`src/program.hex`:
```
// one 32-bit instruction word per line, hex, word 0 at address 0x8000_0000
00100293 // 0x00 addi x5,x0,1
00200313 // 0x04 addi x6,x0,2
00208463 // 0x08 beq x1,x2,+8
00300393 // 0x0c wrong path
00209463 // 0x10 bne x1,x2,+8
0011c463 // 0x14 blt x3,x1,+8
00600413 // 0x18 wrong path
0080006f // 0x1c jal x0,+8
00800493 // 0x20 wrong path
00020067 // 0x24 jalr x0,0(x4)
00000013
00000013
00000013
00000013
00000013
00000013
00208463 // 0x40 beq x1,x2,+8 after x1 is rewritten
00400493 // 0x44 addi x9,x0,4
00500513 // 0x48 addi x10,x0,5
0000006f // 0x4c jal x0,0

```
`src/logic/frontend_pkg.sv`:
```
package frontend_pkg;

    // data path widths
    localparam int xlen       = 64;
    localparam int inst_width = 32;

    // reset value sits one word below the ROM base so the first nextpc is rom_base
    localparam logic [xlen-1:0] reset_pc = 64'h0000_0000_7fff_fffc;
    localparam logic [xlen-1:0] rom_base = 64'h0000_0000_8000_0000;

    // instruction ROM geometry
    localparam int rom_depth      = 64;
    localparam int rom_addr_width = 6;

    localparam logic [inst_width-1:0] nop_inst = 32'h0000_0013; // addi x0,x0,0

    // next-pc select codes
    localparam logic [1:0] pc_pc  = 2'd0; // sequential
    localparam logic [1:0] pc_alu = 2'd1; // jalr target
    localparam logic [1:0] blu_pc = 2'd2; // branch/jal target or fall-through

    // control-flow opcodes
    localparam logic [6:0] op_branch = 7'b1100011;
    localparam logic [6:0] op_jal    = 7'b1101111;
    localparam logic [6:0] op_jalr   = 7'b1100111;

    // branch funct3
    localparam logic [2:0] f3_beq = 3'b000;
    localparam logic [2:0] f3_bne = 3'b001;
    localparam logic [2:0] f3_blt = 3'b100;
    localparam logic [2:0] f3_bge = 3'b101;

endpackage
```
`src/logic/frontend_top.sv`:
```
module frontend_top
    import frontend_pkg::*;
(
    input  logic                  clk,
    input  logic                  rst,
    input  logic                  stall,
    input  logic                  wb_en,
    input  logic [4:0]            wb_addr,
    input  logic [xlen-1:0]       wb_data,
    output logic                  ds_to_es_valid,
    output logic [xlen-1:0]       ds_pc,
    output logic [inst_width-1:0] ds_inst,
    output logic [xlen-1:0]       ds_rs1_value,
    output logic [xlen-1:0]       ds_rs2_value
);

    logic                  es_allowin;
    logic                  ds_allowin;
    logic                  fs_to_ds_valid;
    logic [inst_width-1:0] fs_inst;
    logic [xlen-1:0]       fs_pc;
    logic [xlen-1:0]       br_alu_target;
    logic [1:0]            br_pc_sel;
    logic                  br_taken;
    logic [xlen-1:0]       br_target;
    logic                  i_ram_en;
    logic [xlen-1:0]       inst_raddr;
    logic [inst_width-1:0] inst;

    assign es_allowin = ~stall; // downstream back-pressure

    fetch_stage fetch_stage_i (
        .clk            (clk),
        .rst            (rst),
        .ds_allowin     (ds_allowin),
        .br_alu_target  (br_alu_target),
        .br_pc_sel      (br_pc_sel),
        .br_taken       (br_taken),
        .br_target      (br_target),
        .inst           (inst),
        .fs_to_ds_valid (fs_to_ds_valid),
        .fs_inst        (fs_inst),
        .fs_pc          (fs_pc),
        .i_ram_en       (i_ram_en),
        .inst_raddr     (inst_raddr)
    );

    inst_rom inst_rom_i (
        .clk  (clk),
        .en   (i_ram_en),
        .addr (inst_raddr),
        .data (inst)
    );

    decode_stage decode_stage_i (
        .clk            (clk),
        .rst            (rst),
        .fs_to_ds_valid (fs_to_ds_valid),
        .fs_inst        (fs_inst),
        .fs_pc          (fs_pc),
        .es_allowin     (es_allowin),
        .wb_en          (wb_en),
        .wb_addr        (wb_addr),
        .wb_data        (wb_data),
        .ds_allowin     (ds_allowin),
        .ds_to_es_valid (ds_to_es_valid),
        .ds_pc          (ds_pc),
        .ds_inst        (ds_inst),
        .ds_rs1_value   (ds_rs1_value),
        .ds_rs2_value   (ds_rs2_value),
        .br_alu_target  (br_alu_target),
        .br_pc_sel      (br_pc_sel),
        .br_taken       (br_taken),
        .br_target      (br_target)
    );

endmodule

```
`src/logic/decode_stage.sv`:
```
module decode_stage
    import frontend_pkg::*;
(
    input  logic                  clk,
    input  logic                  rst,
    input  logic                  fs_to_ds_valid,
    input  logic [inst_width-1:0] fs_inst,
    input  logic [xlen-1:0]       fs_pc,
    input  logic                  es_allowin,
    input  logic                  wb_en,
    input  logic [4:0]            wb_addr,
    input  logic [xlen-1:0]       wb_data,
    output logic                  ds_allowin,
    output logic                  ds_to_es_valid,
    output logic [xlen-1:0]       ds_pc,
    output logic [inst_width-1:0] ds_inst,
    output logic [xlen-1:0]       ds_rs1_value,
    output logic [xlen-1:0]       ds_rs2_value,
    output logic [xlen-1:0]       br_alu_target,
    output logic [1:0]            br_pc_sel,
    output logic                  br_taken,
    output logic [xlen-1:0]       br_target
);

    logic       ds_valid;
    logic       ds_ready_go;
    logic       fire;
    logic [4:0] rs1_addr;
    logic [4:0] rs2_addr;
    logic [6:0] opcode;
    logic       is_branch;
    logic       is_jalr;
    logic       wb_live;
    logic       collision;

    always_ff @(posedge clk) begin
        if (rst) begin
            ds_valid <= 1'b0;
        end else if (ds_allowin) begin
            ds_valid <= fs_to_ds_valid;
        end
    end

    always_ff @(posedge clk) begin
        if (fs_to_ds_valid && ds_allowin) begin
            ds_inst <= fs_inst;
            ds_pc   <= fs_pc;
        end
    end

    assign opcode    = ds_inst[6:0];
    assign rs1_addr  = ds_inst[19:15];
    assign rs2_addr  = ds_inst[24:20];
    assign is_branch = (opcode == op_branch);
    assign is_jalr   = (opcode == op_jalr);

    // branch operands must not be read while the write port updates them
    assign wb_live   = wb_en && (wb_addr != 5'd0);
    assign collision = wb_live &&
                       ((is_branch && (wb_addr == rs1_addr || wb_addr == rs2_addr)) ||
                        (is_jalr && (wb_addr == rs1_addr)));

    assign ds_ready_go    = !collision;
    assign ds_allowin     = !ds_valid || (ds_ready_go && es_allowin);
    assign ds_to_es_valid = ds_valid && ds_ready_go;
    assign fire           = ds_valid && ds_ready_go && es_allowin; // once per instruction

    reg_file reg_file_i (
        .clk       (clk),
        .rs1_addr  (rs1_addr),
        .rs2_addr  (rs2_addr),
        .wb_en     (wb_en),
        .wb_addr   (wb_addr),
        .wb_data   (wb_data),
        .rs1_value (ds_rs1_value),
        .rs2_value (ds_rs2_value)
    );

    branch_unit branch_unit_i (
        .fire          (fire),
        .inst          (ds_inst),
        .pc            (ds_pc),
        .rs1_value     (ds_rs1_value),
        .rs2_value     (ds_rs2_value),
        .br_alu_target (br_alu_target),
        .br_pc_sel     (br_pc_sel),
        .br_taken      (br_taken),
        .br_target     (br_target)
    );

endmodule

```
`src/logic/branch_unit.sv`:
```
module branch_unit
    import frontend_pkg::*;
(
    input  logic                  fire,
    input  logic [inst_width-1:0] inst,
    input  logic [xlen-1:0]       pc,
    input  logic [xlen-1:0]       rs1_value,
    input  logic [xlen-1:0]       rs2_value,
    output logic [xlen-1:0]       br_alu_target,
    output logic [1:0]            br_pc_sel,
    output logic                  br_taken,
    output logic [xlen-1:0]       br_target
);

    logic [6:0]      opcode;
    logic [2:0]      funct3;
    logic            is_branch;
    logic            is_jal;
    logic            is_jalr;
    logic [xlen-1:0] imm_b;
    logic [xlen-1:0] imm_j;
    logic [xlen-1:0] imm_i;
    logic [xlen-1:0] jalr_sum;
    logic            eq;
    logic            lt;
    logic            cond_met;

    assign opcode    = inst[6:0];
    assign funct3    = inst[14:12];
    assign is_branch = (opcode == op_branch);
    assign is_jal    = (opcode == op_jal);
    assign is_jalr   = (opcode == op_jalr);

    // sign-extended immediates
    assign imm_b = {{(xlen-12){inst[31]}}, inst[7], inst[30:25], inst[11:8], 1'b0};
    assign imm_j = {{(xlen-20){inst[31]}}, inst[19:12], inst[20], inst[30:21], 1'b0};
    assign imm_i = {{(xlen-12){inst[31]}}, inst[31:20]};

    assign eq = (rs1_value == rs2_value);
    assign lt = ($signed(rs1_value) < $signed(rs2_value));

    always_comb begin
        case (funct3)
            f3_beq:  cond_met = eq;
            f3_bne:  cond_met = !eq;
            f3_blt:  cond_met = lt;
            f3_bge:  cond_met = !lt;
            default: cond_met = 1'b0; // unsigned compares not supported
        endcase
    end

    assign jalr_sum      = rs1_value + imm_i;
    assign br_alu_target = {jalr_sum[xlen-1:1], 1'b0};
    assign br_target     = pc + (is_jal ? imm_j : imm_b);

    // select stays sequential unless decode actually fires
    always_comb begin
        if (!fire) begin
            br_pc_sel = pc_pc;
        end else if (is_jalr) begin
            br_pc_sel = pc_alu;
        end else if (is_branch || is_jal) begin
            br_pc_sel = blu_pc;
        end else begin
            br_pc_sel = pc_pc;
        end
    end

    assign br_taken = fire && (is_jal || is_jalr || (is_branch && cond_met));

endmodule

```
`src/logic/reg_file.sv`:
```
module reg_file
    import frontend_pkg::*;
(
    input  logic            clk,
    input  logic [4:0]      rs1_addr,
    input  logic [4:0]      rs2_addr,
    input  logic            wb_en,
    input  logic [4:0]      wb_addr,
    input  logic [xlen-1:0] wb_data,
    output logic [xlen-1:0] rs1_value,
    output logic [xlen-1:0] rs2_value
);

    logic [xlen-1:0] regs [32];

    always_ff @(posedge clk) begin
        if (wb_en && (wb_addr != 5'd0)) begin
            regs[wb_addr] <= wb_data;
        end
    end

    // x0 hardwired to zero, entry 0 never written
    assign rs1_value = (rs1_addr == 5'd0) ? '0 : regs[rs1_addr];
    assign rs2_value = (rs2_addr == 5'd0) ? '0 : regs[rs2_addr];

endmodule

```
`src/logic/inst_rom.sv`:
```
module inst_rom
    import frontend_pkg::*;
(
    input  logic                  clk,
    input  logic                  en,
    input  logic [xlen-1:0]       addr,
    output logic [inst_width-1:0] data
);

    logic [inst_width-1:0]     mem [rom_depth];
    logic [xlen-1:0]           offset;
    logic [rom_addr_width-1:0] index;

    initial begin
        $readmemh("/design/src/program.hex", mem);
    end

    assign offset = addr - rom_base;
    assign index  = offset[rom_addr_width+1:2]; // word index, byte offset dropped

    always_ff @(posedge clk) begin
        if (en) begin
            data <= mem[index]; // holds when not enabled
        end
    end

endmodule

```
`src/logic/fetch_stage.sv`:
```
module fetch_stage
    import frontend_pkg::*;
(
    input  logic                  clk,
    input  logic                  rst,
    input  logic                  ds_allowin,
    input  logic [xlen-1:0]       br_alu_target,
    input  logic [1:0]            br_pc_sel,
    input  logic                  br_taken,
    input  logic [xlen-1:0]       br_target,
    input  logic [inst_width-1:0] inst,
    output logic                  fs_to_ds_valid,
    output logic [inst_width-1:0] fs_inst,
    output logic [xlen-1:0]       fs_pc,
    output logic                  i_ram_en,
    output logic [xlen-1:0]       inst_raddr
);

    logic            fs_valid;
    logic            fs_allowin;
    logic            to_fs_valid;
    logic [xlen-1:0] pc_reg;
    logic [xlen-1:0] seq_pc;
    logic [xlen-1:0] wait_jump_pc;
    logic [xlen-1:0] nextpc;

    // pre-IF: next pc generation
    assign to_fs_valid  = ~rst;
    assign seq_pc       = pc_reg + 64'd4;
    assign wait_jump_pc = br_taken ? br_target : seq_pc; // not-taken branch falls through

    always_comb begin
        case (br_pc_sel)
            pc_alu:  nextpc = br_alu_target;
            blu_pc:  nextpc = wait_jump_pc;
            default: nextpc = seq_pc;
        endcase
    end

    // IF stage
    assign fs_allowin     = !fs_valid || ds_allowin; // single-cycle fetch
    assign fs_to_ds_valid = fs_valid;

    always_ff @(posedge clk) begin
        if (rst) begin
            fs_valid <= 1'b0;
        end else if (fs_allowin) begin
            fs_valid <= to_fs_valid;
        end
    end

    always_ff @(posedge clk) begin
        if (rst) begin
            pc_reg <= reset_pc;
        end else if (to_fs_valid && fs_allowin) begin
            pc_reg <= nextpc; // pc follows the rom read issued this cycle
        end
    end

    // rom read happens alongside the pc update
    assign i_ram_en   = to_fs_valid && fs_allowin;
    assign inst_raddr = nextpc;

    // wrong-path instruction squashed into a nop at pc 0
    assign fs_inst = br_taken ? nop_inst : inst;
    assign fs_pc   = br_taken ? '0 : pc_reg;

endmodule

```
`config.mk`:
```
export PLATFORM = sky130hd
export DESIGN_NAME = frontend_top
export DESIGN_NICKNAME = d
export VERILOG_FILES = /design/src/logic/frontend_pkg.sv /design/src/logic/frontend_top.sv /design/src/logic/decode_stage.sv /design/src/logic/branch_unit.sv /design/src/logic/reg_file.sv /design/src/logic/inst_rom.sv /design/src/logic/fetch_stage.sv
export SDC_FILE = /design/constraint.sdc
export NUM_CORES = 1
export LEC_CHECK = 0
export BUFFER_PORTS_ARGS = -buffer_cell sky130_fd_sc_hd__buf_4
export CORE_AREA = 2 2 131 108
export DETAILED_ROUTE_END_ITERATION = 7
export DIE_AREA = 0 0 133 110
export MAX_ROUTING_LAYER = met4
export PLACE_DENSITY = 0.88
export SLEW_MARGIN = 20
export SYNTH_ARGS = -nofsm -noshare
export SYNTH_HDL_FRONTEND = slang
export SYNTH_SLANG_ARGS = --single-unit
```
`constraint.sdc`:
```
create_clock -name clk -period 6.6 [get_ports clk]
set_input_delay 0.33 -clock clk [delete_from_list [all_inputs] [get_ports clk]]
set_output_delay 0.33 -clock clk [all_outputs]
set_load 0.1 [all_outputs]
```
# After elaboration in Yosys (flattened, before gate mapping)
# Memories as Yosys holds them, arrays and structs flattened. A register that Yosys moved wholly into a read port is not among the register bits.
# Cells that the tools add are included.
# word_totals
ff_bits	194
mem_bits_rw	2048
in_bits	73
out_inout_bits	225
memories	1
# classes
addsub	3
magnitude_cmp	1
n_eq_ne	11
muxes	15
bitwise_logic	2
reduce_logical	27
# mem_list
memory	words	word_bits	rd	rd_ports_with_merged_regs	wr	line	rtl
decode_stage_i.reg_file_i.regs	32	64	2	2	1	reg_file.sv:14	logic [xlen-1:0] regs [32];
# ops
cell	count
64-bit two-way mux	3
64-bit adder	2
64-bit one-hot mux with 2 select lines	1
64-bit by 3-bit adder with 64-bit output, second input constant	1
64-bit == test	1
64-bit < comparator	1
7-bit == test, second input constant	3
20-bit two-way mux	1
5-bit two-way mux	4
1-bit logical AND	11
5-bit == test	2
5-bit logical NOT	2
1-bit logical OR	7
3-bit == test, second input constant	2
2-bit two-way mux	3
1-bit logical NOT	5
5-bit nonzero test	1
1-bit one-hot mux with 4 select lines	1
3-bit by 1-bit == test with 1-bit output, second input constant	1
3-bit logical NOT	1
2-bit by 1-bit == test with 1-bit output, second input constant	1
2-bit == test, second input constant	1
1-bit two-way mux	2
1-bit NOT	2

# Longest topological paths before layout
# depth
depth_word	11
mapped_depth	8
depth_no_buf	6

# Modules after synthesis
# Synthesis repeated with hierarchy kept, for this count alone.
# unflattened
cells_unflattened	7047
hier_area_um2	113274.9
# modules_own_cells
mod	n_inst	cells_per_inst	area_each_um2	seq_area_each_um2
reg_file	1	4565	93922.6	61499.0
branch_unit	1	1315	9130.0	0.0
fetch_stage	1	1006	6836.6	1301.2
decode_stage	1	127	3138.0	2902.8
inst_rom	1	33	244.0	0.0
frontend_top	1	1	3.8	0.0

# Least setup slack after synthesis
# OpenSTA, ideal clock, no wires.
# synth_timing
path_type	register to register
startpoint	reg decode_stage_i.ds_valid
endpoint	reg decode_stage_i.ds_pc[10] (enable)
arrival_time_ns	5.310
required_time_ns	6.024
path_slack_ns	0.714
stages_incl_launch_ff	2
period_less_slack_ns	5.886
cell_sequence	dfxtp_1 > a21boi_0
# synth_via
elab_chain_cells	3
# synth_rtl
element	line	rtl
start: declaration	decode_stage.sv:25	logic ds_valid;
start signal: assignment	decode_stage.sv:40	ds_valid <= fs_to_ds_valid;
1-bit logical NOT	decode_stage.sv:64	assign ds_allowin = !ds_valid || (ds_ready_go && es_allowin);
1-bit logical OR	decode_stage.sv:64	
1-bit logical AND	decode_stage.sv:45	if (fs_to_ds_valid && ds_allowin) begin
end signal: assignment	decode_stage.sv:47	ds_pc <= fs_pc;
end: declaration	decode_stage.sv:15	output logic [xlen-1:0] ds_pc,
# Every way passes these cells.
# A chain may end at the register's enable or synchronous reset.

# Worst setup path in the final report
# layout_timing
startpoint	reg fetch_stage_i.pc_reg[8]
endpoint	reg fetch_stage_i.pc_reg[57]
# layout_via
elab_chain_cells	3
# layout_rtl
element	line	rtl
start: declaration	fetch_stage.sv:22	logic [xlen-1:0] pc_reg;
start signal: assignment	fetch_stage.sv:54	pc_reg <= reset_pc;
start signal: assignment	fetch_stage.sv:56	pc_reg <= nextpc;
64-bit by 3-bit adder with 64-bit output (*)	fetch_stage.sv:29	assign seq_pc = pc_reg + 64'd4;
64-bit two-way mux	fetch_stage.sv:30	assign wait_jump_pc = br_taken ? br_target : seq_pc;
64-bit one-hot mux with 2 select lines (*)	fetch_stage.sv:33	case (br_pc_sel)
# Mark *: on every way between the ends. The rest lies on a longest branch, timed or not.

==> results.json <==
{
  "clkSinkCount": 126,
  "slowest_stage": "or4_1",
  "post_cts_buffers": 0,
  "min_period_ns": 2.54,
  "design.core.area_um2": 13300,
  "grt_pass1_vias": 3366,
  "drc_errors": 0,
  "vias_per_cell": 4.72,
  "yosysTopAreaCellShare": 0.302,
  "multiInputGateArea_um2": 2310,
  "ant_nets": 0,
  "dp_hpwl_um": 7260,
  "fillCellCount": 1143,
  "p_leak_nw": 2.66,
  "path_buf_inv": 0,
  "synth_xor_xnor_area_share": 0.0398,
  "synth_top_family_by_area": "buffers and inverters",
  "maxSlewHeadroom": 0.364,
  "dp.cells": 816,
  "final_cell_mix": "162 x conb_1, 66 x buf_4, 64 x dfxtp_1",
  "drive_above_1_share": 0.166,
  "cts_tree": "done",
  "ff_latch_area_um2": 3140,
  "worst_hold_path_type": "in2reg",
  "cp_cell_sequence": "nand4_2 > nor2_1 > nand4_4 > or4_1 > a21oi_1",
  "power.density_nw_per_um2": 435,
  "pin_count": 298,
  "clockRootBuffer": "clkbuf_16",
  "diodes": 0,
  "slew_viol_final": 0,
  "min_to": "decode_stage_i.ds_valid",
  "grt_pass1_wl_um": 16900,
  "clock_skew_ns": 0.00665,
  "syn_area_um2": 6160,
  "cp.required_ns": 6.93,
  "r2r-start": "fetch_stage_i.pc_reg[8]",
  "drt_wl_total_um": 11200,
  "post_drt_wl_per_cell_um": 13.2,
  "path_delay_family": "simple AND/OR/NAND/NOR gates",
  "synthSimpleGateAreaFrac": 0.168,
  "place_congestion": 0.811,
  "synth-seq-cells": 126,
  "synth_warnings": 0,
  "io_buffer_count": 65,
  "worstMarginPinSlew_ns": 0.947,
  "die_x_um": 133,
  "status": "finished clean",
  "die-height_um": 110,
  "antenna_found_initial": 0,
  "rsz0062_at_grt": "no",
  "peakVddDrop_mv": 0.200,
  "synth_compound_area_frac": 0.0646,
  "die_area_um2": 14600,
  "timing.rr.end": "fetch_stage_i.pc_reg[57]",
  "syn2layout_area_growth_pct": 10.5,
  "period_share": 0.385,
  "path_class": "reg2reg",
  "dr.pass1.iters": 5,
  "cts_made_buffers": 17,
  "clkLatencyLatePin_ns": 0.40,
  "globalRouteTotalUtil": 0.152,
  "rows": 38,
  "final_hold_viol_count": 0,
  "cts-resized-gates": 0,
  "grt_max_degree": 40,
  "drt_iter0_drc": 364,
  "path_clk_slew_ns": 0.06,
  "overflow": 0,
  "synth_area_leaders": "edfxtp_1 30%, dfxtp_1 21%, buf_4 20%, nand2_1 3.4%, a21oi_1 2.6%",
  "finalNetCount": 729,
  "setup_tns_ns": 0,
  "synth_area_leader_cell": "edfxtp_1",
  "final_util": 0.513,
  "setup_viol": 0,
  "start_kind": "flop",
  "post_synth.cell_area_avg_um2": 10.5,
  "arrival_ns": 2.87,
  "fmaxAchievable_mhz": 394,
  "num_vias": 3999,
  "finalNonFillerCells": 848,
  "cp_max_fo": 28,
  "synthMuxAreaShare": 0,
  "mostFrequentLayoutCell": "conb_1",
  "postCtsHoldBufs": 0,
  "hold_start": "stall",
  "cts_max_level": 4,
  "seq_area_frac_synth": 0.511,
  "r2r_cells": 5,
  "yosys.area_share.adder": 0.00203,
  "end_kind": "flop",
  "hold_path_depth": 3,
  "max_stage_delay_ns": 0.63,
  "regToRegSetupSlack_ns": 4.06,
  "syn-instance-count": 588,
  "ys_types": 41,
  "cts_buffer_depth": 2,
  "maxCapViolations": 0,
  "start_util": 0.464
}
layer usage:
metal  vias to the layer above  routed length (um)  track usage
met5                         -                   0            -
met4                         0                 170       0.0653
met3                        18                 846       0.0366
met2                       195                5570        0.246
met1                      1894                4620        0.184
li1                       1892                   -            -
cell usage after synthesis, drive strengths merged:
library cell    n
nor2           18
or3            12
clkbuf          9
a21boi          1
o31ai          17
ha              1
xnor2          11
a21oi          32
xor2           17
dfxtp          64
a41oi           1
buf           169
o21ai          15
nand4          23
o41ai           1
nand4b          1
nor4            6
nor3            8
and3            8
a41o            1
and4            2
or4b            1
and2            1
or4            19
inv             6
or2             2
nand3          20
conb            2
nand3b          1
nand2          57
edfxtp         62
worst max-delay path by stage:
| stage | startpoint | end | slack [ns] | cells after the start |
|---|---|---|---|---|
| after floorplan | decode_stage_i.ds_valid | decode_stage_i.ds_pc[10] | 0.71 | 1 |
| after global placement | rst | fetch_stage_i.pc_reg[44] | 4.15 | 6 |
| after detailed placement | rst | fetch_stage_i.pc_reg[57] | 4.07 | 6 |
| after CTS | fetch_stage_i.pc_reg[8] | fetch_stage_i.pc_reg[57] | 4.07 | 5 |
| after global routing | fetch_stage_i.pc_reg[33] | fetch_stage_i.pc_reg[58] | 3.85 | 5 |
| final | fetch_stage_i.pc_reg[8] | fetch_stage_i.pc_reg[57] | 4.06 | 5 |
power by group:
part	internal [mW]	total (mW)	switching, mW
clock	0.588	0.931	0.344
sequential	0.914	1.00	0.0871
combinational	0.171	1.03	0.855
total	1.67	2.96	1.29
through the flow:
stage          cell area (um^2)  hold WS (ns)  total power [mW]  setup WS (ns)
2_1_floorplan              6760         0.422              1.98          0.714
3_3_place_gp               6200         0.446              2.01           4.15
3_5_place_dp               6200         0.460              2.02           4.07
4_1_cts                    6800         0.213              2.96           4.07
5_1_grt                    6800         0.252              3.06           3.85
6_report                   6800         0.223              2.96           4.06
worst register-to-register path, cell delays in order, from the launching register on:
cell	delay [ns]
dfxtp_1	0.46
nand4_2	0.23
nor2_1	0.51
nand4_4	0.45
or4_1	0.64
a21oi_1	0.17
cells by family (layout without fill, tap and decap cells):
group	count (synthesis)	after routing
buffers and inverters	184	104
adders and majority gates	1	1
and+or+nand+nor	179	179
xor gates and xnor gates	28	28
other	2	162
AOI/OAI and AO/OA	68	68
DFF	126	126
final cells by class:
type	count	share of cell area
multi-input cells	438	0.340
clock buffers	20	0.0686
flip-flops and latches	126	0.462
inverters	6	0.00331
repair buffers	66	0.0729
clock inverters	12	0.0199
well taps	180	0.0331
No activity file was read; power rests on OpenSTA's default activity.
